[src/logic/mdq_pkg.sv]
package mdq_pkg;

    // ------------------------------------------------------------------
    // default sizes, overridden through the top level parameters
    // ------------------------------------------------------------------
    parameter int IQ_DEPTH  = 4;    // queue entries
    parameter int ROB_DEPTH = 16;   // tag = rob slot of the producer
    parameter int WORD_W    = 32;   // operand and immediate width
    parameter int PC_W      = 32;
    parameter int WB_PORTS  = 3;    // writeback broadcast ports

    // unit selector values in the opcode word
    parameter logic UNIT_MUL = 1'b0;
    parameter logic UNIT_DIV = 1'b1;

    // ------------------------------------------------------------------
    // opcode word
    // ------------------------------------------------------------------
    // the unit only sees raw, the queue only looks at the unit bit
    // mul: 00 mul, 01 mulh, 10 mulhsu, 11 mulhu
    // div: 00 div, 01 divu, 10 rem, 11 remu
    typedef union packed {
        logic [2:0] raw;
        struct packed {
            logic       unit;   // 0 = mul, 1 = div
            logic [1:0] func;
        } fields;
    } op_t;

endpackage

[src/logic/oldest_ready_select.sv]
`timescale 1ns/1ps

module oldest_ready_select #(
    parameter int IQ_DEPTH = 4,
    localparam int IDX_W   = $clog2(IQ_DEPTH)
) (
    input  logic [IQ_DEPTH-1:0]            entry_valid,
    input  logic [IQ_DEPTH-1:0]            entry_src1_wait,
    input  logic [IQ_DEPTH-1:0]            entry_src2_wait,
    input  mdq_pkg::op_t [IQ_DEPTH-1:0]    entry_op,
    input  logic                           mul_ready,
    input  logic                           div_ready,
    output logic                           issue_fire,
    output logic [IDX_W-1:0]               issue_idx
);

    logic [IQ_DEPTH-1:0] ready;
    logic                found;
    mdq_pkg::op_t        sel_op;
    logic                unit_ready;

    assign ready = entry_valid & ~entry_src1_wait & ~entry_src2_wait;

    // ------------------------------------------------------------------
    // priority pick, slot 0 is the oldest
    // ------------------------------------------------------------------
    always_comb begin
        found     = 1'b0;
        issue_idx = '0;
        for (int j = 0; j < IQ_DEPTH; j++) begin
            if (!found && ready[j]) begin
                found     = 1'b1;
                issue_idx = IDX_W'(j);
            end
        end
    end

    // the pick waits for its unit, younger ops never go around it
    assign sel_op     = entry_op[issue_idx];
    assign unit_ready = (sel_op.fields.unit == mdq_pkg::UNIT_MUL) ? mul_ready : div_ready;
    assign issue_fire = found && unit_ready;

endmodule

[src/logic/operand_wakeup.sv]
`timescale 1ns/1ps

module operand_wakeup #(
    parameter int IQ_DEPTH  = 4,
    parameter int ROB_DEPTH = 16,
    parameter int WB_PORTS  = 3,
    parameter int WORD_W    = 32,
    localparam int TAG_W    = $clog2(ROB_DEPTH),
    localparam int IDX_W    = $clog2(IQ_DEPTH)
) (
    input  logic [WB_PORTS-1:0]                wb_valid,
    input  logic [WB_PORTS-1:0][TAG_W-1:0]     wb_tag,
    input  logic [WB_PORTS-1:0][WORD_W-1:0]    wb_data,

    input  logic [IQ_DEPTH-1:0]                entry_valid,
    input  logic [IQ_DEPTH-1:0]                entry_src1_wait,
    input  logic [IQ_DEPTH-1:0]                entry_src2_wait,
    input  logic [IQ_DEPTH-1:0][TAG_W-1:0]     entry_src1_tag,
    input  logic [IQ_DEPTH-1:0][TAG_W-1:0]     entry_src2_tag,
    input  logic [IQ_DEPTH:0]                  fill_onehot,
    input  logic                               issue_fire,
    input  logic [IDX_W-1:0]                   issue_idx,

    input  logic                               dispatch_en,
    input  logic                               queue_full,
    input  logic                               src1_wait,
    input  logic [TAG_W-1:0]                   src1_tag,
    input  logic                               src2_wait,
    input  logic [TAG_W-1:0]                   src2_tag,

    output logic [IQ_DEPTH-1:0]                wake_src1,
    output logic [IQ_DEPTH-1:0]                wake_src2,
    output logic [IQ_DEPTH-1:0][WORD_W-1:0]    wake_data1,
    output logic [IQ_DEPTH-1:0][WORD_W-1:0]    wake_data2,
    output logic                               in_wake1,
    output logic                               in_wake2,
    output logic [WORD_W-1:0]                  in_data1,
    output logic [WORD_W-1:0]                  in_data2
);

    // {hit, data} for one tag, lowest port wins
    function automatic logic [WORD_W:0] match_wb(
        input logic [TAG_W-1:0]                tag,
        input logic [WB_PORTS-1:0]             valid,
        input logic [WB_PORTS-1:0][TAG_W-1:0]  tags,
        input logic [WB_PORTS-1:0][WORD_W-1:0] data
    );
        logic [WORD_W:0] hit;
        hit = '0;
        for (int p = WB_PORTS - 1; p >= 0; p--) begin
            if (valid[p] && (tags[p] == tag)) begin
                hit = {1'b1, data[p]};
            end
        end
        return hit;
    endfunction

    logic live;
    logic accept;
    logic [WORD_W:0] in_hit1;
    logic [WORD_W:0] in_hit2;

    assign live   = !fill_onehot[0];    // nothing stored to wake
    assign accept = dispatch_en && !queue_full;

    // ------------------------------------------------------------------
    // stored sources, seen at the slot they occupy after the collapse
    // ------------------------------------------------------------------
    for (genvar j = 0; j < IQ_DEPTH; j++) begin : g_entry
        localparam int UP = (j == IQ_DEPTH-1) ? j : j + 1;
        logic            from_up;
        logic            src_ok;
        logic [WORD_W:0] hit1;
        logic [WORD_W:0] hit2;

        assign from_up = issue_fire && (issue_idx <= IDX_W'(j));
        assign src_ok  = live && (from_up ? (UP != j) && entry_valid[UP] : entry_valid[j]);
        assign hit1 = match_wb(from_up ? entry_src1_tag[UP] : entry_src1_tag[j],
                               wb_valid, wb_tag, wb_data);
        assign hit2 = match_wb(from_up ? entry_src2_tag[UP] : entry_src2_tag[j],
                               wb_valid, wb_tag, wb_data);

        assign wake_src1[j] = src_ok && hit1[WORD_W]
                              && (from_up ? entry_src1_wait[UP] : entry_src1_wait[j]);
        assign wake_src2[j] = src_ok && hit2[WORD_W]
                              && (from_up ? entry_src2_wait[UP] : entry_src2_wait[j]);
        assign wake_data1[j] = hit1[WORD_W-1:0];
        assign wake_data2[j] = hit2[WORD_W-1:0];
    end

    // incoming dispatch, broadcast in the same cycle
    assign in_hit1  = match_wb(src1_tag, wb_valid, wb_tag, wb_data);
    assign in_hit2  = match_wb(src2_tag, wb_valid, wb_tag, wb_data);
    assign in_wake1 = accept && src1_wait && in_hit1[WORD_W];
    assign in_wake2 = accept && src2_wait && in_hit2[WORD_W];
    assign in_data1 = in_hit1[WORD_W-1:0];
    assign in_data2 = in_hit2[WORD_W-1:0];

endmodule

[src/logic/collapse_queue.sv]
`timescale 1ns/1ps

module collapse_queue #(
    parameter int IQ_DEPTH  = 4,
    parameter int ROB_DEPTH = 16,
    parameter int WORD_W    = 32,
    localparam int TAG_W    = $clog2(ROB_DEPTH),
    localparam int IDX_W    = $clog2(IQ_DEPTH)
) (
    input  logic                               clk,
    input  logic                               rst_n,

    input  logic                               dispatch_en,
    input  mdq_pkg::op_t                       dispatch_op,
    input  logic [mdq_pkg::PC_W-1:0]           dispatch_pc,
    input  logic [WORD_W-1:0]                  dispatch_imm,
    input  logic [TAG_W-1:0]                   dispatch_dst,
    input  logic                               src1_wait,
    input  logic [TAG_W-1:0]                   src1_tag,
    input  logic [WORD_W-1:0]                  src1_value,
    input  logic                               src2_wait,
    input  logic [TAG_W-1:0]                   src2_tag,
    input  logic [WORD_W-1:0]                  src2_value,

    input  logic                               commit_br_taken,
    input  logic                               commit_exp,
    input  logic                               issue_fire,
    input  logic [IDX_W-1:0]                   issue_idx,

    input  logic [IQ_DEPTH-1:0]                wake_src1,
    input  logic [IQ_DEPTH-1:0]                wake_src2,
    input  logic [IQ_DEPTH-1:0][WORD_W-1:0]    wake_data1,
    input  logic [IQ_DEPTH-1:0][WORD_W-1:0]    wake_data2,
    input  logic                               in_wake1,
    input  logic                               in_wake2,
    input  logic [WORD_W-1:0]                  in_data1,
    input  logic [WORD_W-1:0]                  in_data2,

    output logic [IQ_DEPTH-1:0]                entry_valid,
    output logic [IQ_DEPTH-1:0]                entry_src1_wait,
    output logic [IQ_DEPTH-1:0]                entry_src2_wait,
    output logic [IQ_DEPTH-1:0][TAG_W-1:0]     entry_src1_tag,
    output logic [IQ_DEPTH-1:0][TAG_W-1:0]     entry_src2_tag,
    output mdq_pkg::op_t [IQ_DEPTH-1:0]        entry_op,
    output logic [IQ_DEPTH:0]                  fill_onehot,
    output logic                               queue_full,

    output mdq_pkg::op_t                       issue_op,
    output logic [mdq_pkg::PC_W-1:0]           issue_pc,
    output logic [WORD_W-1:0]                  issue_imm,
    output logic [WORD_W-1:0]                  issue_src1,
    output logic [WORD_W-1:0]                  issue_src2,
    output logic [TAG_W-1:0]                   issue_dst
);

    // payload per entry
    logic [IQ_DEPTH-1:0][mdq_pkg::PC_W-1:0]   pc_q;
    logic [IQ_DEPTH-1:0][WORD_W-1:0]          imm_q;
    logic [IQ_DEPTH-1:0][WORD_W-1:0]          val1_q;
    logic [IQ_DEPTH-1:0][WORD_W-1:0]          val2_q;
    logic [IQ_DEPTH-1:0][TAG_W-1:0]           dst_q;

    logic                  flush;
    logic                  accept;
    logic [IQ_DEPTH-1:0]   shift;      // slot takes its upper neighbor
    logic [IQ_DEPTH-1:0]   land;       // slot the incoming op goes to

    assign flush      = commit_br_taken || commit_exp;
    assign queue_full = fill_onehot[IQ_DEPTH];
    assign accept     = dispatch_en && !queue_full;

    // one slot lower when the queue collapses in the same cycle
    assign land = issue_fire ? fill_onehot[IQ_DEPTH:1] : fill_onehot[IQ_DEPTH-1:0];

    for (genvar j = 0; j < IQ_DEPTH; j++) begin : g_slot
        assign entry_valid[j] = ~|fill_onehot[j:0];     // below the pointer
        assign shift[j]       = issue_fire && (issue_idx <= IDX_W'(j));
    end

    // ------------------------------------------------------------------
    // fill pointer, bit 0 empty, top bit full
    // ------------------------------------------------------------------
    always_ff @(posedge clk or negedge rst_n) begin
        if (!rst_n) begin
            fill_onehot <= (IQ_DEPTH+1)'(1);
        end else if (flush) begin
            fill_onehot <= (IQ_DEPTH+1)'(1);
        end else if (accept && !issue_fire) begin
            fill_onehot <= {fill_onehot[IQ_DEPTH-1:0], 1'b0};
        end else if (issue_fire && !accept) begin
            fill_onehot <= {1'b0, fill_onehot[IQ_DEPTH:1]};
        end
    end

    // ------------------------------------------------------------------
    // write, collapse and operand capture
    // ------------------------------------------------------------------
    always_ff @(posedge clk) begin
        for (int j = 0; j < IQ_DEPTH; j++) begin
            int up;
            up = (j == IQ_DEPTH-1) ? j : j + 1;     // top slot has no neighbor
            if (accept && land[j]) begin
                entry_op[j]        <= dispatch_op;
                pc_q[j]            <= dispatch_pc;
                imm_q[j]           <= dispatch_imm;
                dst_q[j]           <= dispatch_dst;
                entry_src1_tag[j]  <= src1_tag;
                entry_src2_tag[j]  <= src2_tag;
                entry_src1_wait[j] <= src1_wait && !in_wake1;   // same-cycle broadcast
                entry_src2_wait[j] <= src2_wait && !in_wake2;
                val1_q[j]          <= in_wake1 ? in_data1 : src1_value;
                val2_q[j]          <= in_wake2 ? in_data2 : src2_value;
            end else begin
                if (shift[j]) begin
                    entry_op[j]        <= entry_op[up];
                    pc_q[j]            <= pc_q[up];
                    imm_q[j]           <= imm_q[up];
                    dst_q[j]           <= dst_q[up];
                    entry_src1_tag[j]  <= entry_src1_tag[up];
                    entry_src2_tag[j]  <= entry_src2_tag[up];
                    entry_src1_wait[j] <= entry_src1_wait[up];
                    entry_src2_wait[j] <= entry_src2_wait[up];
                    val1_q[j]          <= val1_q[up];
                    val2_q[j]          <= val2_q[up];
                end
                // wake flags already point at the post-shift slot
                if (wake_src1[j]) begin
                    entry_src1_wait[j] <= 1'b0;
                    val1_q[j]          <= wake_data1[j];
                end
                if (wake_src2[j]) begin
                    entry_src2_wait[j] <= 1'b0;
                    val2_q[j]          <= wake_data2[j];
                end
            end
        end
    end

    // issued payload
    assign issue_op   = entry_op[issue_idx];
    assign issue_pc   = pc_q[issue_idx];
    assign issue_imm  = imm_q[issue_idx];
    assign issue_src1 = val1_q[issue_idx];
    assign issue_src2 = val2_q[issue_idx];
    assign issue_dst  = dst_q[issue_idx];

endmodule

[src/logic/md_issue_queue.sv]
`timescale 1ns/1ps

module md_issue_queue #(
    parameter int IQ_DEPTH  = mdq_pkg::IQ_DEPTH,
    parameter int ROB_DEPTH = mdq_pkg::ROB_DEPTH,
    parameter int WB_PORTS  = mdq_pkg::WB_PORTS,
    parameter int WORD_W    = mdq_pkg::WORD_W,
    localparam int TAG_W    = $clog2(ROB_DEPTH)
) (
    input  logic                               clk,
    input  logic                               rst_n,

    // dispatch
    input  logic                               dispatch_en,
    input  mdq_pkg::op_t                       dispatch_op,
    input  logic [mdq_pkg::PC_W-1:0]           dispatch_pc,
    input  logic [WORD_W-1:0]                  dispatch_imm,
    input  logic [TAG_W-1:0]                   dispatch_dst,    // own rob slot
    input  logic                               src1_wait,
    input  logic [TAG_W-1:0]                   src1_tag,
    input  logic [WORD_W-1:0]                  src1_value,
    input  logic                               src2_wait,
    input  logic [TAG_W-1:0]                   src2_tag,
    input  logic [WORD_W-1:0]                  src2_value,

    // writeback broadcast
    input  logic [WB_PORTS-1:0]                wb_valid,
    input  logic [WB_PORTS-1:0][TAG_W-1:0]     wb_tag,
    input  logic [WB_PORTS-1:0][WORD_W-1:0]    wb_data,

    input  logic                               commit_br_taken,
    input  logic                               commit_exp,
    input  logic                               mul_ready,
    input  logic                               div_ready,

    // to the mul/div units
    output logic                               issue_en,
    output mdq_pkg::op_t                       issue_op,
    output logic [mdq_pkg::PC_W-1:0]           issue_pc,
    output logic [WORD_W-1:0]                  issue_imm,
    output logic [WORD_W-1:0]                  issue_src1,
    output logic [WORD_W-1:0]                  issue_src2,
    output logic [TAG_W-1:0]                   issue_dst,
    output logic                               queue_full
);

    localparam int IDX_W = $clog2(IQ_DEPTH);

    // entry state seen by wakeup and select
    logic [IQ_DEPTH-1:0]                entry_valid;
    logic [IQ_DEPTH-1:0]                entry_src1_wait;
    logic [IQ_DEPTH-1:0]                entry_src2_wait;
    logic [IQ_DEPTH-1:0][TAG_W-1:0]     entry_src1_tag;
    logic [IQ_DEPTH-1:0][TAG_W-1:0]     entry_src2_tag;
    mdq_pkg::op_t [IQ_DEPTH-1:0]        entry_op;
    logic [IQ_DEPTH:0]                  fill_onehot;

    // wakeup results, per post-shift slot
    logic [IQ_DEPTH-1:0]                wake_src1;
    logic [IQ_DEPTH-1:0]                wake_src2;
    logic [IQ_DEPTH-1:0][WORD_W-1:0]    wake_data1;
    logic [IQ_DEPTH-1:0][WORD_W-1:0]    wake_data2;
    logic                               in_wake1;
    logic                               in_wake2;
    logic [WORD_W-1:0]                  in_data1;
    logic [WORD_W-1:0]                  in_data2;

    logic [IDX_W-1:0]                   issue_idx;

    collapse_queue #(
        .IQ_DEPTH  (IQ_DEPTH),
        .ROB_DEPTH (ROB_DEPTH),
        .WORD_W    (WORD_W)
    ) u_queue (
        .clk             (clk),
        .rst_n           (rst_n),
        .dispatch_en     (dispatch_en),
        .dispatch_op     (dispatch_op),
        .dispatch_pc     (dispatch_pc),
        .dispatch_imm    (dispatch_imm),
        .dispatch_dst    (dispatch_dst),
        .src1_wait       (src1_wait),
        .src1_tag        (src1_tag),
        .src1_value      (src1_value),
        .src2_wait       (src2_wait),
        .src2_tag        (src2_tag),
        .src2_value      (src2_value),
        .commit_br_taken (commit_br_taken),
        .commit_exp      (commit_exp),
        .issue_fire      (issue_en),
        .issue_idx       (issue_idx),
        .wake_src1       (wake_src1),
        .wake_src2       (wake_src2),
        .wake_data1      (wake_data1),
        .wake_data2      (wake_data2),
        .in_wake1        (in_wake1),
        .in_wake2        (in_wake2),
        .in_data1        (in_data1),
        .in_data2        (in_data2),
        .entry_valid     (entry_valid),
        .entry_src1_wait (entry_src1_wait),
        .entry_src2_wait (entry_src2_wait),
        .entry_src1_tag  (entry_src1_tag),
        .entry_src2_tag  (entry_src2_tag),
        .entry_op        (entry_op),
        .fill_onehot     (fill_onehot),
        .queue_full      (queue_full),
        .issue_op        (issue_op),
        .issue_pc        (issue_pc),
        .issue_imm       (issue_imm),
        .issue_src1      (issue_src1),
        .issue_src2      (issue_src2),
        .issue_dst       (issue_dst)
    );

    operand_wakeup #(
        .IQ_DEPTH  (IQ_DEPTH),
        .ROB_DEPTH (ROB_DEPTH),
        .WB_PORTS  (WB_PORTS),
        .WORD_W    (WORD_W)
    ) u_wakeup (
        .wb_valid        (wb_valid),
        .wb_tag          (wb_tag),
        .wb_data         (wb_data),
        .entry_valid     (entry_valid),
        .entry_src1_wait (entry_src1_wait),
        .entry_src2_wait (entry_src2_wait),
        .entry_src1_tag  (entry_src1_tag),
        .entry_src2_tag  (entry_src2_tag),
        .fill_onehot     (fill_onehot),
        .issue_fire      (issue_en),
        .issue_idx       (issue_idx),
        .dispatch_en     (dispatch_en),
        .queue_full      (queue_full),
        .src1_wait       (src1_wait),
        .src1_tag        (src1_tag),
        .src2_wait       (src2_wait),
        .src2_tag        (src2_tag),
        .wake_src1       (wake_src1),
        .wake_src2       (wake_src2),
        .wake_data1      (wake_data1),
        .wake_data2      (wake_data2),
        .in_wake1        (in_wake1),
        .in_wake2        (in_wake2),
        .in_data1        (in_data1),
        .in_data2        (in_data2)
    );

    oldest_ready_select #(
        .IQ_DEPTH (IQ_DEPTH)
    ) u_select (
        .entry_valid     (entry_valid),
        .entry_src1_wait (entry_src1_wait),
        .entry_src2_wait (entry_src2_wait),
        .entry_op        (entry_op),
        .mul_ready       (mul_ready),
        .div_ready       (div_ready),
        .issue_fire      (issue_en),
        .issue_idx       (issue_idx)
    );

endmodule

[config.mk]
export PLATFORM = sky130hd
export DESIGN_NAME = md_issue_queue
export DESIGN_NICKNAME = d
export VERILOG_FILES = /design/src/logic/mdq_pkg.sv /design/src/logic/oldest_ready_select.sv /design/src/logic/operand_wakeup.sv /design/src/logic/collapse_queue.sv /design/src/logic/md_issue_queue.sv
export SDC_FILE = /design/constraint.sdc
export NUM_CORES = 2
export LEC_CHECK = 0
export BUFFER_PORTS_ARGS = -buffer_cell sky130_fd_sc_hd__buf_2
export CORE_ASPECT_RATIO = 0.5
export CORE_MARGIN = 5
export CORE_UTILIZATION = 55
export CTS_CLUSTER_DIAMETER = 100
export DETAILED_ROUTE_END_ITERATION = 8
export GPL_TIMING_DRIVEN = 0
export PLACE_DENSITY = 0.85
export SKIP_LAST_GASP = 1
export SLEW_MARGIN = 5
export SYNTH_ARGS = -nofsm -noshare
export SYNTH_HDL_FRONTEND = slang
export SYNTH_HIERARCHICAL = 1
export SYNTH_SLANG_ARGS = --single-unit
[constraint.sdc]
create_clock -name clk -period 8.92 [get_ports clk]
set_input_delay 1.338 -clock clk [delete_from_list [all_inputs] [get_ports clk]]
set_output_delay 1.338 -clock clk [all_outputs]
set_load 0.05 [all_outputs]
==> results_dict.tcl <==
set metrics [dict create \
    pwr-share-clk_pct 32.4 \
    rows 69 \
    hold_path_class "in2async" \
    antenna_found_initial 24 \
    fin_util_pct 62.9 \
    clock-sinks 585 \
    drive_above_1_share_pct 27.1 \
    status "finished, violations left" \
    netlist_area_sq_um 39300 \
    place_hpwl_um 125000 \
    path_cells "nor4_1 > nor3b_2 > a21boi_1 > nand3b_1 > o211ai_2 > mux2i_1 > a21boi_0 > buf_2 > mux2i_1 > xnor2_1 > and4_1 > clkbuf_1 > clkbuf_1 > a211oi_1 > nor3_1 > buf_2 > buf_1 > a211o_2 > buf_12" \
    root_buffer "clkbuf_16" \
    combPwrFrac_pct 24.9 \
    antenna_left 0 \
    fin_cells 4740 \
    worst_slew_pin_slew_ns 1.57 \
    arrival_ns 9.16 \
    setup_viol 0 \
    irDropWorstVdd_mv 0.189 \
    cts_max_path_buffers 3 \
    final_cell_mix "edfxtp_1 (580), mux2i_1 (511), buf_2 (437), a21oi_1 (266), mux2_2 (225)" \
    p_switching_w 0.00258 \
    critPathSlowestCell "mux2i_1" \
    synthesis.nets 3538 \
    crit_required_ns 9.25 \
    fmax_mhz 113 \
    num_vias 35700 \
    place_inst 4608 \
    clk_latency_ns 0.68 \
    rsz0062_at_grt "false" \
    numCtsBuffers 54 \
    drc 10 \
    cts-resized-gates 0 \
    globalRouteOverflowTotal 0 \
    first_pass_iters 9 \
    finClkSkew_ns 0.0465 \
    syn_area_per_cell_sq_um 12.0 \
    period_needed_ns 8.83 \
    coreArea_sq_um 70900 \
    slew_headroom_pct -5.15 \
    grt_max_degree 60 \
    p_int_w 0.00510 \
    cts_setup_buffers 0 \
    dieArea_sq_um 77200 \
    grt_usage_pct 43.7 \
    clkTransAtPathRegs_ns 0.07 \
    violations "design-rule violations, max-capacitance violations, max-slew violations" \
    synthCells 3275 \
    grt_pass1_vias 34600 \
    timing.final.crit_share_pct 99.0 \
    routabilityCongestion 1.06 \
    cap_violations 4 \
    finalHoldViolCount 0 \
    start_kind "flop" \
    cp_max_fo 25 \
    totalWireLength_um 176000 \
    postCtsHoldBufs 0 \
    cts_tree "done" \
    vias_per_cell 7.53 \
    grt_pass1_wl_um 246000 \
    slowest_delay_ns 1.11 \
    die_y_um 199 \
    power_density_nw_per_um2 172 \
    htree_levels 2 \
    cp_top_family "buffers and inverters" \
    p_seq_share_pct 42.7 \
    p_leak_nw 15.5 \
    ioPinCount 400 \
    layout_commonest_cell "edfxtp_1" \
    io_buffers 360 \
    drtIter0Drc 6551 \
    wire_per_inst_um 37.2 \
    path_class "reg2reg" \
    drv_slew 52 \
    die_x_um 388 \
    area.growth.synth_to_final_pct 13.5 \
    yosys_warnings 6 \
    crit_path_end_kind "flop" \
    crit_buf_inv 6 \
    netSwitchingFraction_pct 33.6 \
    initial_core_util_pct 55.5 \
    final_nets 3969 \
]
## area by class of cell
cell class | instances | area, sq um
Timing Repair Buffer | 375 | 2100
Buffer | 369 | 1750
Sequential cell | 585 | 17500
Tap cell | 958 | 1200
Fill cell | 5434 | 26300
Clock buffer | 66 | 1440
Inverter | 111 | 417
Antenna cell | 31 | 77.6
Clock inverter | 35 | 390
Multi-Input combinational cell | 2210 | 19700
## final timing paths
kind | slack [ns] | to | cells after the start | start
setup / recovery | 0.09 | u_queue/val2_q[78] | 19 | u_queue/fill_onehot[1]
hold / removal | 0.46 | u_queue/fill_onehot[1] | 1 | rst_n
setup reg to reg | 0.09 | u_queue/val2_q[78] | 19 | u_queue/fill_onehot[1]
hold reg to reg | 0.57 | u_queue/pc_q[27] | 1 | u_queue/pc_q[59]
max in group asynchronous | 8.24 | u_queue/fill_onehot[0] | 1 | rst_n
min in group clk | 0.57 | u_queue/pc_q[27] | 1 | u_queue/pc_q[59]
## per-stage QoR
stage | cell area [sq um] | setup TNS, ns | hold WS (ns) | total power [W] | setup WS, ns
after floorplan | 39300 | 0 | 0.530 | 0.00450 | 1.93
after global placement | 42300 | -64.15 | 0.536 | 0.00511 | -0.708
after detailed placement | 42700 | 0 | 0.559 | 0.00516 | 0.816
after CTS | 44500 | 0 | 0.454 | 0.00761 | 0.657
after global routing | 44600 | 0 | 0.466 | 0.00784 | 0.106
final | 44600 | 0 | 0.462 | 0.00769 | 0.0899
## routing by layer
| layer | global-route usage (%) | up-vias | wire length, um |
|---|---|---|---|
| li1 | - | 13900 | - |
| met1 | 56.0 | 17600 | 63400 |
| met2 | 63.8 | 3338 | 74500 |
| met3 | 19.4 | 768 | 27700 |
| met4 | 21.0 | 18 | 10200 |
| met5 | 2.00 | - | 359 |
## state kept, by name, summed over array words and instances (netlist names)
register / cells
u_queue/fill_onehot: 5
u_queue/imm_q: 128
u_queue/entry_src2_tag: 16
u_queue/entry_op: 12
u_queue/entry_src1_wait: 4
u_queue/val1_q: 128
u_queue/val2_q: 128
u_queue/pc_q: 128
u_queue/dst_q: 16
u_queue/entry_src2_wait: 4
u_queue/entry_src1_tag: 16
## power groups by stage
stage | logic, W | clock network (W) | registers, W
floorplan | 0.00118 | 0 | 0.00332
finish | 0.00192 | 0.00249 | 0.00328
CTS | 0.00184 | 0.00249 | 0.00328
global placement | 0.00176 | 0 | 0.00335
global route | 0.00194 | 0.00261 | 0.00329
detailed placement | 0.00182 | 0 | 0.00334
Note: power is estimated with default switching activity, not from simulation.
